### config.mk
export PLATFORM = sky130hd
export DESIGN_NAME = exec_unit
export DESIGN_NICKNAME = d
export VERILOG_FILES = /design/src/verilog/alu_pkg.sv /design/src/verilog/alu_shifter.sv /design/src/verilog/alu.sv /design/src/verilog/exec_operand_sel.sv /design/src/verilog/exec_unit.sv
export SDC_FILE = /design/constraint.sdc
export NUM_CORES = 1
export LEC_CHECK = 0
export BUFFER_PORTS_ARGS = -buffer_cell sky130_fd_sc_hd__buf_2
export CORE_AREA = 2 2 181 201
export CTS_BUF_LIST = sky130_fd_sc_hd__clkbuf_4 sky130_fd_sc_hd__clkbuf_8
export DETAILED_ROUTE_END_ITERATION = 8
export DIE_AREA = 0 0 183 203
export PLACE_DENSITY_LB_ADDON = 0.25
export SYNTH_ARGS = -nofsm -noshare
export SYNTH_HDL_FRONTEND = slang
export SYNTH_SLANG_ARGS = --single-unit
### constraint.sdc
create_clock -name clk -period 4.2 [get_ports clk]
set_input_delay 0.84 -clock clk [delete_from_list [all_inputs] [get_ports clk]]
set_output_delay 0.84 -clock clk [all_outputs]
set_load 0.01 [all_outputs]
### src/verilog/alu_pkg.sv
`default_nettype none

package alu_pkg;

	localparam int DATA_W  = 32;
	localparam int IMM_W   = 16;
	localparam int SHAMT_W = 5;

	// codes 16 to 31 are not listed and are reported as invalid by the ALU
	typedef enum logic [4:0] {
		ALU_ADD  = 5'd0,
		ALU_SUB  = 5'd1,
		ALU_AND  = 5'd2,
		ALU_OR   = 5'd3,
		ALU_NOT  = 5'd4,
		ALU_XOR  = 5'd5,
		ALU_MOVZ = 5'd6,
		ALU_NOR  = 5'd7,
		ALU_SLT  = 5'd8,
		ALU_SLTU = 5'd9,
		ALU_SLL  = 5'd10,
		ALU_SRL  = 5'd11,
		ALU_SRA  = 5'd12,
		ALU_SLLV = 5'd13,
		ALU_SRLV = 5'd14,
		ALU_SRAV = 5'd15
	} alu_op_t;

	typedef enum logic [1:0] {
		ALU_EQUAL   = 2'd0,
		ALU_SMALLER = 2'd1,
		ALU_LARGER  = 2'd2
	} cmp_t;

	typedef enum logic [1:0] {
		SHIFT_LL = 2'd0,
		SHIFT_RL = 2'd1,
		SHIFT_RA = 2'd2
	} shift_kind_t;

endpackage

`default_nettype wire

### src/verilog/alu_shifter.sv
`default_nettype none

module alu_shifter import alu_pkg::*; (
	input  wire [DATA_W-1:0]  value,
	input  wire [SHAMT_W-1:0] amount,
	input  wire shift_kind_t  kind,
	output logic [DATA_W-1:0] shifted
);

	function automatic logic [DATA_W-1:0] reverse_bits(input logic [DATA_W-1:0] v);
		logic [DATA_W-1:0] r;
		for (int i = 0; i < DATA_W; i++) begin
			r[i] = v[DATA_W-1-i];
		end
		return r;
	endfunction

	logic                  fill;
	logic [DATA_W-1:0] stage [SHAMT_W+1];

	// a left shift runs through the same right-shift barrel on the bit-reversed value
	assign fill     = (kind == SHIFT_RA) ? value[DATA_W-1] : 1'b0;
	assign stage[0] = (kind == SHIFT_LL) ? reverse_bits(value) : value;

	for (genvar s = 0; s < SHAMT_W; s++) begin : g_stage
		assign stage[s+1] = amount[s] ?
			{{(1 << s){fill}}, stage[s][DATA_W-1:(1 << s)]} : stage[s];
	end

	assign shifted = (kind == SHIFT_LL) ? reverse_bits(stage[SHAMT_W]) : stage[SHAMT_W];

endmodule

`default_nettype wire

### src/verilog/alu.sv
`default_nettype none

module alu import alu_pkg::*; (
	input  wire [DATA_W-1:0]  num1,
	input  wire [DATA_W-1:0]  num2,
	input  wire [SHAMT_W-1:0] shamt,
	input  wire alu_op_t      op,
	output logic [DATA_W-1:0] result,
	output cmp_t              cmp_result,
	output cmp_t              sig_cmp_result,
	output logic              overflow,
	output logic              op_invalid
);

	logic [DATA_W:0]    sum;
	logic [DATA_W:0]    diff;
	logic               is_equal;
	logic               uns_less;
	logic               sig_less;
	logic               var_shift;
	logic [SHAMT_W-1:0] shift_amt;
	shift_kind_t        shift_kind;
	logic [DATA_W-1:0]  shifted;

	// 33-bit forms so bit 32 carries the carry or borrow out
	assign sum  = {1'b0, num1} + {1'b0, num2};
	assign diff = {1'b0, num1} - {1'b0, num2};

	assign is_equal = (num1 == num2);
	assign uns_less = (num1 < num2);
	assign sig_less = ($signed(num1) < $signed(num2));

	// variable shifts take their amount from the low bits of rs
	assign var_shift = (op == ALU_SLLV) || (op == ALU_SRLV) || (op == ALU_SRAV);
	assign shift_amt = var_shift ? num1[SHAMT_W-1:0] : shamt;

	always_comb begin
		case (op)
			ALU_SRL, ALU_SRLV: shift_kind = SHIFT_RL;
			ALU_SRA, ALU_SRAV: shift_kind = SHIFT_RA;
			default:           shift_kind = SHIFT_LL;
		endcase
	end

	alu_shifter u_shifter (
		.value   (num2),
		.amount  (shift_amt),
		.kind    (shift_kind),
		.shifted (shifted)
	);

	always_comb begin
		result     = '0;
		op_invalid = 1'b0;
		case (op)
			ALU_ADD:  result = sum[DATA_W-1:0];
			ALU_SUB:  result = diff[DATA_W-1:0];
			ALU_AND:  result = num1 & num2;
			ALU_OR:   result = num1 | num2;
			ALU_NOT:  result = ~num1;
			ALU_XOR:  result = num1 ^ num2;
			ALU_MOVZ: result = num1;
			ALU_NOR:  result = ~(num1 | num2);
			ALU_SLT:  result = {{(DATA_W-1){1'b0}}, sig_less};
			ALU_SLTU: result = {{(DATA_W-1){1'b0}}, uns_less};
			ALU_SLL, ALU_SRL, ALU_SRA,
			ALU_SLLV, ALU_SRLV, ALU_SRAV: begin
				result = shifted;
			end
			default: begin
				op_invalid = 1'b1;
			end
		endcase
	end

	always_comb begin
		case (op)
			ALU_ADD: overflow = sum[DATA_W];
			ALU_SUB: overflow = diff[DATA_W];
			default: overflow = 1'b0;
		endcase
	end

	// compares are valid whatever the op is
	assign cmp_result     = is_equal ? ALU_EQUAL : (uns_less ? ALU_SMALLER : ALU_LARGER);
	assign sig_cmp_result = is_equal ? ALU_EQUAL : (sig_less ? ALU_SMALLER : ALU_LARGER);

endmodule

`default_nettype wire

### src/verilog/exec_operand_sel.sv
`default_nettype none

module exec_operand_sel import alu_pkg::*; (
	input  wire alu_op_t      op,
	input  wire [DATA_W-1:0]  rt_val,
	input  wire [IMM_W-1:0]   imm,
	input  wire               src_imm,
	output logic [DATA_W-1:0] operand_b
);

	logic              zero_ext;
	logic [DATA_W-1:0] imm_zext;
	logic [DATA_W-1:0] imm_sext;

	// logical immediates (andi, ori, xori) are zero-extended
	always_comb begin
		case (op)
			ALU_AND,
			ALU_OR,
			ALU_XOR,
			ALU_NOR: begin
				zero_ext = 1'b1;
			end
			default: begin
				zero_ext = 1'b0;
			end
		endcase
	end

	assign imm_zext = {{(DATA_W-IMM_W){1'b0}}, imm};
	assign imm_sext = {{(DATA_W-IMM_W){imm[IMM_W-1]}}, imm};

	always_comb begin
		if (!src_imm) begin
			operand_b = rt_val;
		end else if (zero_ext) begin
			operand_b = imm_zext;
		end else begin
			operand_b = imm_sext;
		end
	end

endmodule

`default_nettype wire

### src/verilog/exec_unit.sv
`default_nettype none

module exec_unit import alu_pkg::*; (
	input  wire               clk,
	input  wire               rst_n,

	input  wire               in_valid,
	output logic              in_ready,
	input  wire alu_op_t      in_op,
	input  wire [DATA_W-1:0]  in_rs_val,
	input  wire [DATA_W-1:0]  in_rt_val,
	input  wire [IMM_W-1:0]   in_imm,
	input  wire [SHAMT_W-1:0] in_shamt,
	input  wire               in_src_imm,

	output logic              out_valid,
	input  wire               out_ready,
	output logic [DATA_W-1:0] out_result,
	output cmp_t              out_cmp,
	output cmp_t              out_sig_cmp,
	output logic              out_overflow,
	output logic              out_op_invalid
);

	logic [DATA_W-1:0]  operand_b;

	logic               s1_valid;
	alu_op_t            s1_op;
	logic [DATA_W-1:0]  s1_a;
	logic [DATA_W-1:0]  s1_b;
	logic [SHAMT_W-1:0] s1_shamt;

	logic [DATA_W-1:0]  alu_result;
	cmp_t               alu_cmp;
	cmp_t               alu_sig_cmp;
	logic               alu_overflow;
	logic               alu_op_invalid;

	logic               s2_advance;

	exec_operand_sel u_operand_sel (
		.op        (in_op),
		.rt_val    (in_rt_val),
		.imm       (in_imm),
		.src_imm   (in_src_imm),
		.operand_b (operand_b)
	);

	// stage 1 moves into stage 2 whenever stage 2 can take it
	assign s2_advance = !out_valid || out_ready;
	assign in_ready   = !s1_valid || s2_advance;

	always_ff @(posedge clk or negedge rst_n) begin
		if (!rst_n) begin
			s1_valid  <= 1'b0;
			out_valid <= 1'b0;
		end else begin
			if (in_ready) begin
				s1_valid <= in_valid;
			end
			if (s2_advance) begin
				out_valid <= s1_valid;
			end
		end
	end

	always_ff @(posedge clk) begin
		if (in_valid && in_ready) begin
			s1_op    <= in_op;
			s1_a     <= in_rs_val;
			s1_b     <= operand_b;
			s1_shamt <= in_shamt;
		end
	end

	alu u_alu (
		.num1           (s1_a),
		.num2           (s1_b),
		.shamt          (s1_shamt),
		.op             (s1_op),
		.result         (alu_result),
		.cmp_result     (alu_cmp),
		.sig_cmp_result (alu_sig_cmp),
		.overflow       (alu_overflow),
		.op_invalid     (alu_op_invalid)
	);

	always_ff @(posedge clk) begin
		if (s2_advance && s1_valid) begin
			out_result     <= alu_result;
			out_cmp        <= alu_cmp;
			out_sig_cmp    <= alu_sig_cmp;
			out_overflow   <= alu_overflow;
			out_op_invalid <= alu_op_invalid;
		end
	end

endmodule

`default_nettype wire

# Yosys cells after proc, flatten, opt, wreduce, memory -nomap -nowiden
# Cells that the tools add are included.
dict set report totals {
  wordCells 74
  regBits 114
  in_bits 95
  out_inout_bits 40
}
dict set report classes {
  add_sub_neg 2
  eq_ne 21
  mux 18
  order_cmp 2
  bitwise_logic 5
  reduce_logical 15
}
# op count
set op_table {}
lappend op_table {{case mux 32 bit (11 select lines)} 1}
lappend op_table {{2-to-1 mux 32 bit} 9}
lappend op_table {{< comparator 32 bit} 2}
lappend op_table {{inverter 32 bit} 2}
lappend op_table {{equality test 5 x 4 -> 1 bit, second input constant} 8}
lappend op_table {{adder 32 x 32 -> 33 bit} 1}
lappend op_table {{subtractor 32 x 32 -> 33 bit} 1}
lappend op_table {{bitwise AND 32 bit} 1}
lappend op_table {{equality test 32 bit} 1}
lappend op_table {{OR 32 bit} 1}
lappend op_table {{bitwise XOR 32 bit} 1}
lappend op_table {{equality test 5 x 3 -> 1 bit, second input constant} 6}
lappend op_table {{equality test 5 x 2 -> 1 bit, second input constant} 4}
lappend op_table {{OR reduction 16 bit} 1}
lappend op_table {{OR reduction 6 bit} 1}
lappend op_table {{equality test 5 x 1 -> 1 bit, second input constant} 1}
lappend op_table {{logical NOT 5 bit} 1}
lappend op_table {{2-to-1 mux 5 bit} 1}
lappend op_table {{logical OR 1 bit} 4}
lappend op_table {{2-to-1 mux 2 bit} 2}
lappend op_table {{case mux 2 bit (2 select lines)} 1}
lappend op_table {{OR reduction 2 bit} 2}
lappend op_table {{OR reduction 4 bit} 1}
lappend op_table {{2-to-1 mux 1 bit} 3}
lappend op_table {{5 further kinds} 7}

# Depth between registers and ports, before layout
dict set report depth {
  ltp_word 12
  ltp_mapped 14
  mapped_depth_nobuf 13
}

# Modules after synthesis
# From an unflattened synthesis, not the netlist that was laid out.
dict set report unflattened {
  hier_cells 1482
  hier_area_um2 12873.6
}
# module area_per_inst_um2 seq_area_each_um2 instances cells_per_inst
set modules_own_cells {}
lappend modules_own_cells {alu 5970.7 0.0 1 946}
lappend modules_own_cells {exec_unit 3467.1 3413.3 1 120}
lappend modules_own_cells {alu_shifter 2851.5 0.0 1 357}
lappend modules_own_cells {exec_operand_sel 584.3 0.0 1 59}

# Worst setup path after synthesis
# OpenSTA, ideal clock, no wires.
dict set report synth_timing {
  kind {input to register}
  start {in out_ready}
  end {reg s1_a[0], enable pin}
  path_buffers 0
  stages 2
  arrival_time_ns 2.788
  required_ns 3.760
  setup_ns 0.440
  path_slack_ns 0.972
  cell_sequence {nand3b_1 > and2_1}
}
dict set report synth_between {
  elab_chain_len 3
}
# element line
set synth_rtl {}
lappend synth_rtl {{start, declared} exec_unit.sv:17} ;# input wire out_ready,
lappend synth_rtl {{logical OR 1 bit} exec_unit.sv:50} ;# assign s2_advance = !out_valid || out_ready;
lappend synth_rtl {{logical OR 1 bit} exec_unit.sv:51} ;# assign in_ready = !s1_valid || s2_advance;
lappend synth_rtl {{logical AND 1 bit} exec_unit.sv:68} ;# if (in_valid && in_ready) begin
lappend synth_rtl {{end signal, assigned} exec_unit.sv:70} ;# s1_a <= in_rs_val;
lappend synth_rtl {{end, declared} exec_unit.sv:29} ;# logic [DATA_W-1:0] s1_a;
# No other way between the ends.
# A chain may end at the register's enable or synchronous reset.

# Worst setup path in the final report
dict set report layout_timing {
  start {reg s1_b[8]}
  end {reg out_result[30] (data pin)}
}
dict set report layout_between {
  elab_chain_len 8
  word_cells_on_any_way 10
  classes_between {add/sub: 2; mux: 8}
}
# element line
set layout_rtl {}
lappend layout_rtl {{start, declared} exec_unit.sv:30} ;# logic [DATA_W-1:0] s1_b;
lappend layout_rtl {{start signal, assigned} exec_unit.sv:71} ;# s1_b <= operand_b;
lappend layout_rtl {{parallel branches: the longest is 7 deep, another holds subtractor 32 x 32 -> 33 bit} -}
lappend layout_rtl {{case mux 32 bit (11 select lines) (*)} alu.sv:55} ;# case (op)
lappend layout_rtl {{net alu_result[30]} exec_unit.sv:33} ;# logic [DATA_W-1:0] alu_result;
lappend layout_rtl {{end signal, assigned} exec_unit.sv:90} ;# out_result <= alu_result;
lappend layout_rtl {{end, declared} exec_unit.sv:18} ;# output logic [DATA_W-1:0] out_result,
# Mark *: on every way through the listed nets, which the timed path passes.

==> flow_summary.ini <==
[outcome]
status = complete, but fails checks
violations = negative setup slack

[synth]
ys_types = 92
ys_seq_area_share_pct = 26.5
synthArstFlopShare_pct = 1.75
ys.warnings.count = 0
synth_nets = 1776
synth_area_mm2 = 0.0129
ys_ff_latch = 114
synthesis.instances = 1583
synth-edff-count = 112
syn_area_per_cell_um2 = 8.12
synthFlopType = edfxtp_1

[timing]
setup_ws_ns = -0.0435
fin_skew_ns = 0.0337
max_freq_ghz = 0.236
relSlewSlack_pct = 15.0
setup_viol = 1
finalMaxSlewViolations = 0
hold_viol = 0
finalCritPeriodShare_pct = 101
fin_crit_ns = 4.24
worst_slew_pin_slew_ns = 1.26
fin_hold_ws_ns = 0.101

[clocking]
htreeDepth = 4
clockBufferDepth = 2
insertion_delay_ns = 0.54
cts_buffers = 17
post-cts-setup-buffers = 0
root_buffer = clkbuf_8
cts_num_sinks = 114
path_clk_slew_ns = 0.07
tritoncts = built

[placement]
gp_congestion = 1.04
portBuffers = 134
hpwlAfterDp_um = 45300

[detailed_routing]
drc = 0
avgRoutedWirePerCell_um = 26.4
drt_wl_total_um = 57800
vias = 13800
drt_iter0_markers = 1962
dr.pass1.iters = 8
vias_per_cell = 6.30
ant_nets = 0

[critical_path]
slowest_stage = o211ai_1
path_max_fanout = 11
startpoint_type = flop
worst-path-buf-inv = 1
cp.required_ns = 4.45
crit_type = flop to flop
path_delay_family = compound AO/OA/AOI/OAI gates
cpPeakStageDelay_ns = 0.61
worstPathArrival_ns = 4.50
path_cells = inv_1 -> ha_1 -> or2_2 -> or4_1 -> nor2_1 -> a211oi_2 -> o211ai_1 -> o2111ai_1 -> nand3_1 -> o311ai_0 -> a221o_1
end_kind = flop

[finish]
drive_above_1_share_pct = 20.0
n_antenna_cell = 0
fillers = 3575
multi_input_area_mm2 = 0.00861
fin_nets = 1927
finish.utilization_pct = 42.8
ff_latch_area_mm2 = 0.00341
syn_to_final_growth_pct = 16.3
final_cell_mix = 138 x nand2_1, 138 x a21oi_1, 134 x buf_2, 120 x o21ai_0, 119 x nor2_1

[global_route]
antenna_found_initial = 1
grt_pass1_wl_um = 83400
overflow = 0
globalRouteTotalUtil_pct = 30.6
grt_max_degree = 53
first_global_vias = 12900

[floorplan]
initial_core_util_pct = 36.8
io_pins = 135
row_count = 72
dieArea_mm2 = 0.0371
die_w_um = 183
core-area_mm2 = 0.0350
die_h_um = 203

[power_and_ir_drop]
vdd.ir_drop.worst_mv = 0.220
power_leakage_nw = 6.22
power_per_cell_area_mw_per_mm2 = 303
finalPower_mw = 4.54

[flow_run]
drv_cap = 0

[worst_hold_path]
hold_path_class = input pin to async pin
## registers in the layout, indices dropped and copies added, names as in the netlist
signal          flops
out_cmp             2
out_op_invalid      1
out_overflow        1
out_result         32
out_sig_cmp         2
out_valid           1
s1_a               32
s1_b               32
s1_op               5
s1_shamt            5
s1_valid            1
## per-stage QoR
stage | worst slack [ns] | setup TNS [ns] | cells | area [µm²]
2_1_floorplan | 0.972 | 0 | 1583 | 12900
3_3_place_gp | 0.124 | 0 | 2159 | 14500
3_5_place_dp | 0.112 | 0 | 2159 | 14500
4_1_cts | 0.0983 | 0 | 2191 | 15000
5_1_grt | -0.0418 | -0.0418 | 2191 | 15000
6_report | -0.0435 | -0.0435 | 2191 | 15000
## worst reg2reg max path, cell delays in order, from the launching register on
cell and delay (ns):
edfxtp_1 0.56, inv_1 0.18, ha_1 0.48, or2_2 0.38, or4_1 0.51, nor2_1 0.26, a211oi_2 0.18, o211ai_1 0.61
o2111ai_1 0.22, nand3_1 0.17, o311ai_0 0.12, a221o_1 0.31
## worst paths after layout
path                       depth (start not counted)              to          from  slack [ns]
setup / recovery                                  11  out_result[30]       s1_b[8]       -0.04
hold / removal                                     1       out_valid         rst_n        0.10
setup reg to reg                                  11  out_result[30]       s1_b[8]       -0.04
hold reg to reg                                    1       out_valid      s1_valid        0.50
max in group asynchronous                          1        s1_valid         rst_n        4.00
min in group clk                                   1         s1_a[1]  in_rs_val[1]        0.49
## cell type report
| class | count | share of cell area [%] |
|---|---|---|
| inverters | 110 | 2.76 |
| repair buffers | 245 | 10.5 |
| well taps | 444 | 3.71 |
| flip-flops and latches | 114 | 22.8 |
| multi-input cells | 1246 | 57.5 |
| clock buffers | 18 | 1.61 |
| clock inverters | 14 | 1.10 |
## routing by layer
layer  track usage [%]  wire length (µm)  up-vias
li1                  -                 -     6182
met1              39.7             23300     6530
met2              47.5             25100      917
met3              6.21              5920      180
met4              16.8              3390        2
met5                 0                14        -
## power breakdown
group | internal, mW | switching, mW | leakage (nW) | total [mW]
combinational | 0.701 | 1.23 | 4.91 | 1.94
clock | 0.587 | 0.548 | 0.195 | 1.14
sequential | 1.38 | 0.0869 | 1.11 | 1.47
total | 2.67 | 1.87 | 6.22 | 4.54
## synth_stat cells, drive strengths merged, types with 5 or more instances
cell	instances	area share, %
a2111oi	6	0.41
a211o	5	0.34
a211oi	31	1.8
a21boi	9	0.64
a21o	20	1.2
a21oi	140	5.5
a221o	7	0.54
a221oi	19	1.3
a222oi	10	0.78
a22oi	25	1.5
a311oi	6	0.41
a31oi	19	0.92
a32oi	5	0.34
and2	13	0.63
and3	7	0.34
buf	44	1.9
clkbuf	69	2.0
edfxtp	112	26
ha	96	9.3
inv	110	3.2
mux2	28	2.5
mux2i	62	4.9
mux4	5	0.88
nand2	141	4.2
nand2b	22	1.1
nand3	39	1.7
nand4	11	0.54
nor2	124	3.8
nor2b	8	0.39
nor3	34	1.4
nor4	11	0.54
o211ai	33	1.9
o21ai	142	5.6
o21bai	8	0.47
o221a	5	0.44
o221ai	12	0.82
o22ai	15	0.73
o311ai	5	0.34
o31ai	12	0.70
or2	5	0.24
or3	11	0.54
xnor2	34	2.3
xor2	18	1.2
## cells by family after synthesis
logic type,after synthesis,synth area share (%)
and+or+nand+nor,442,16.5
adders and majority gates,98,9.65
xor gates and xnor gates,52,3.54
buffers and inverters,223,7.11
DFF,114,26.5
AOI/OAI and AO/OA,559,28.5
muxes,95,8.18
## what timing repair did
action                                  CTS  global route
endpoints found under the setup margin    0             1
resized for setup                         0             1
hold buffers                              0             0
hold endpoints to repair                  0             0
Power figures use the tool's default switching activity.
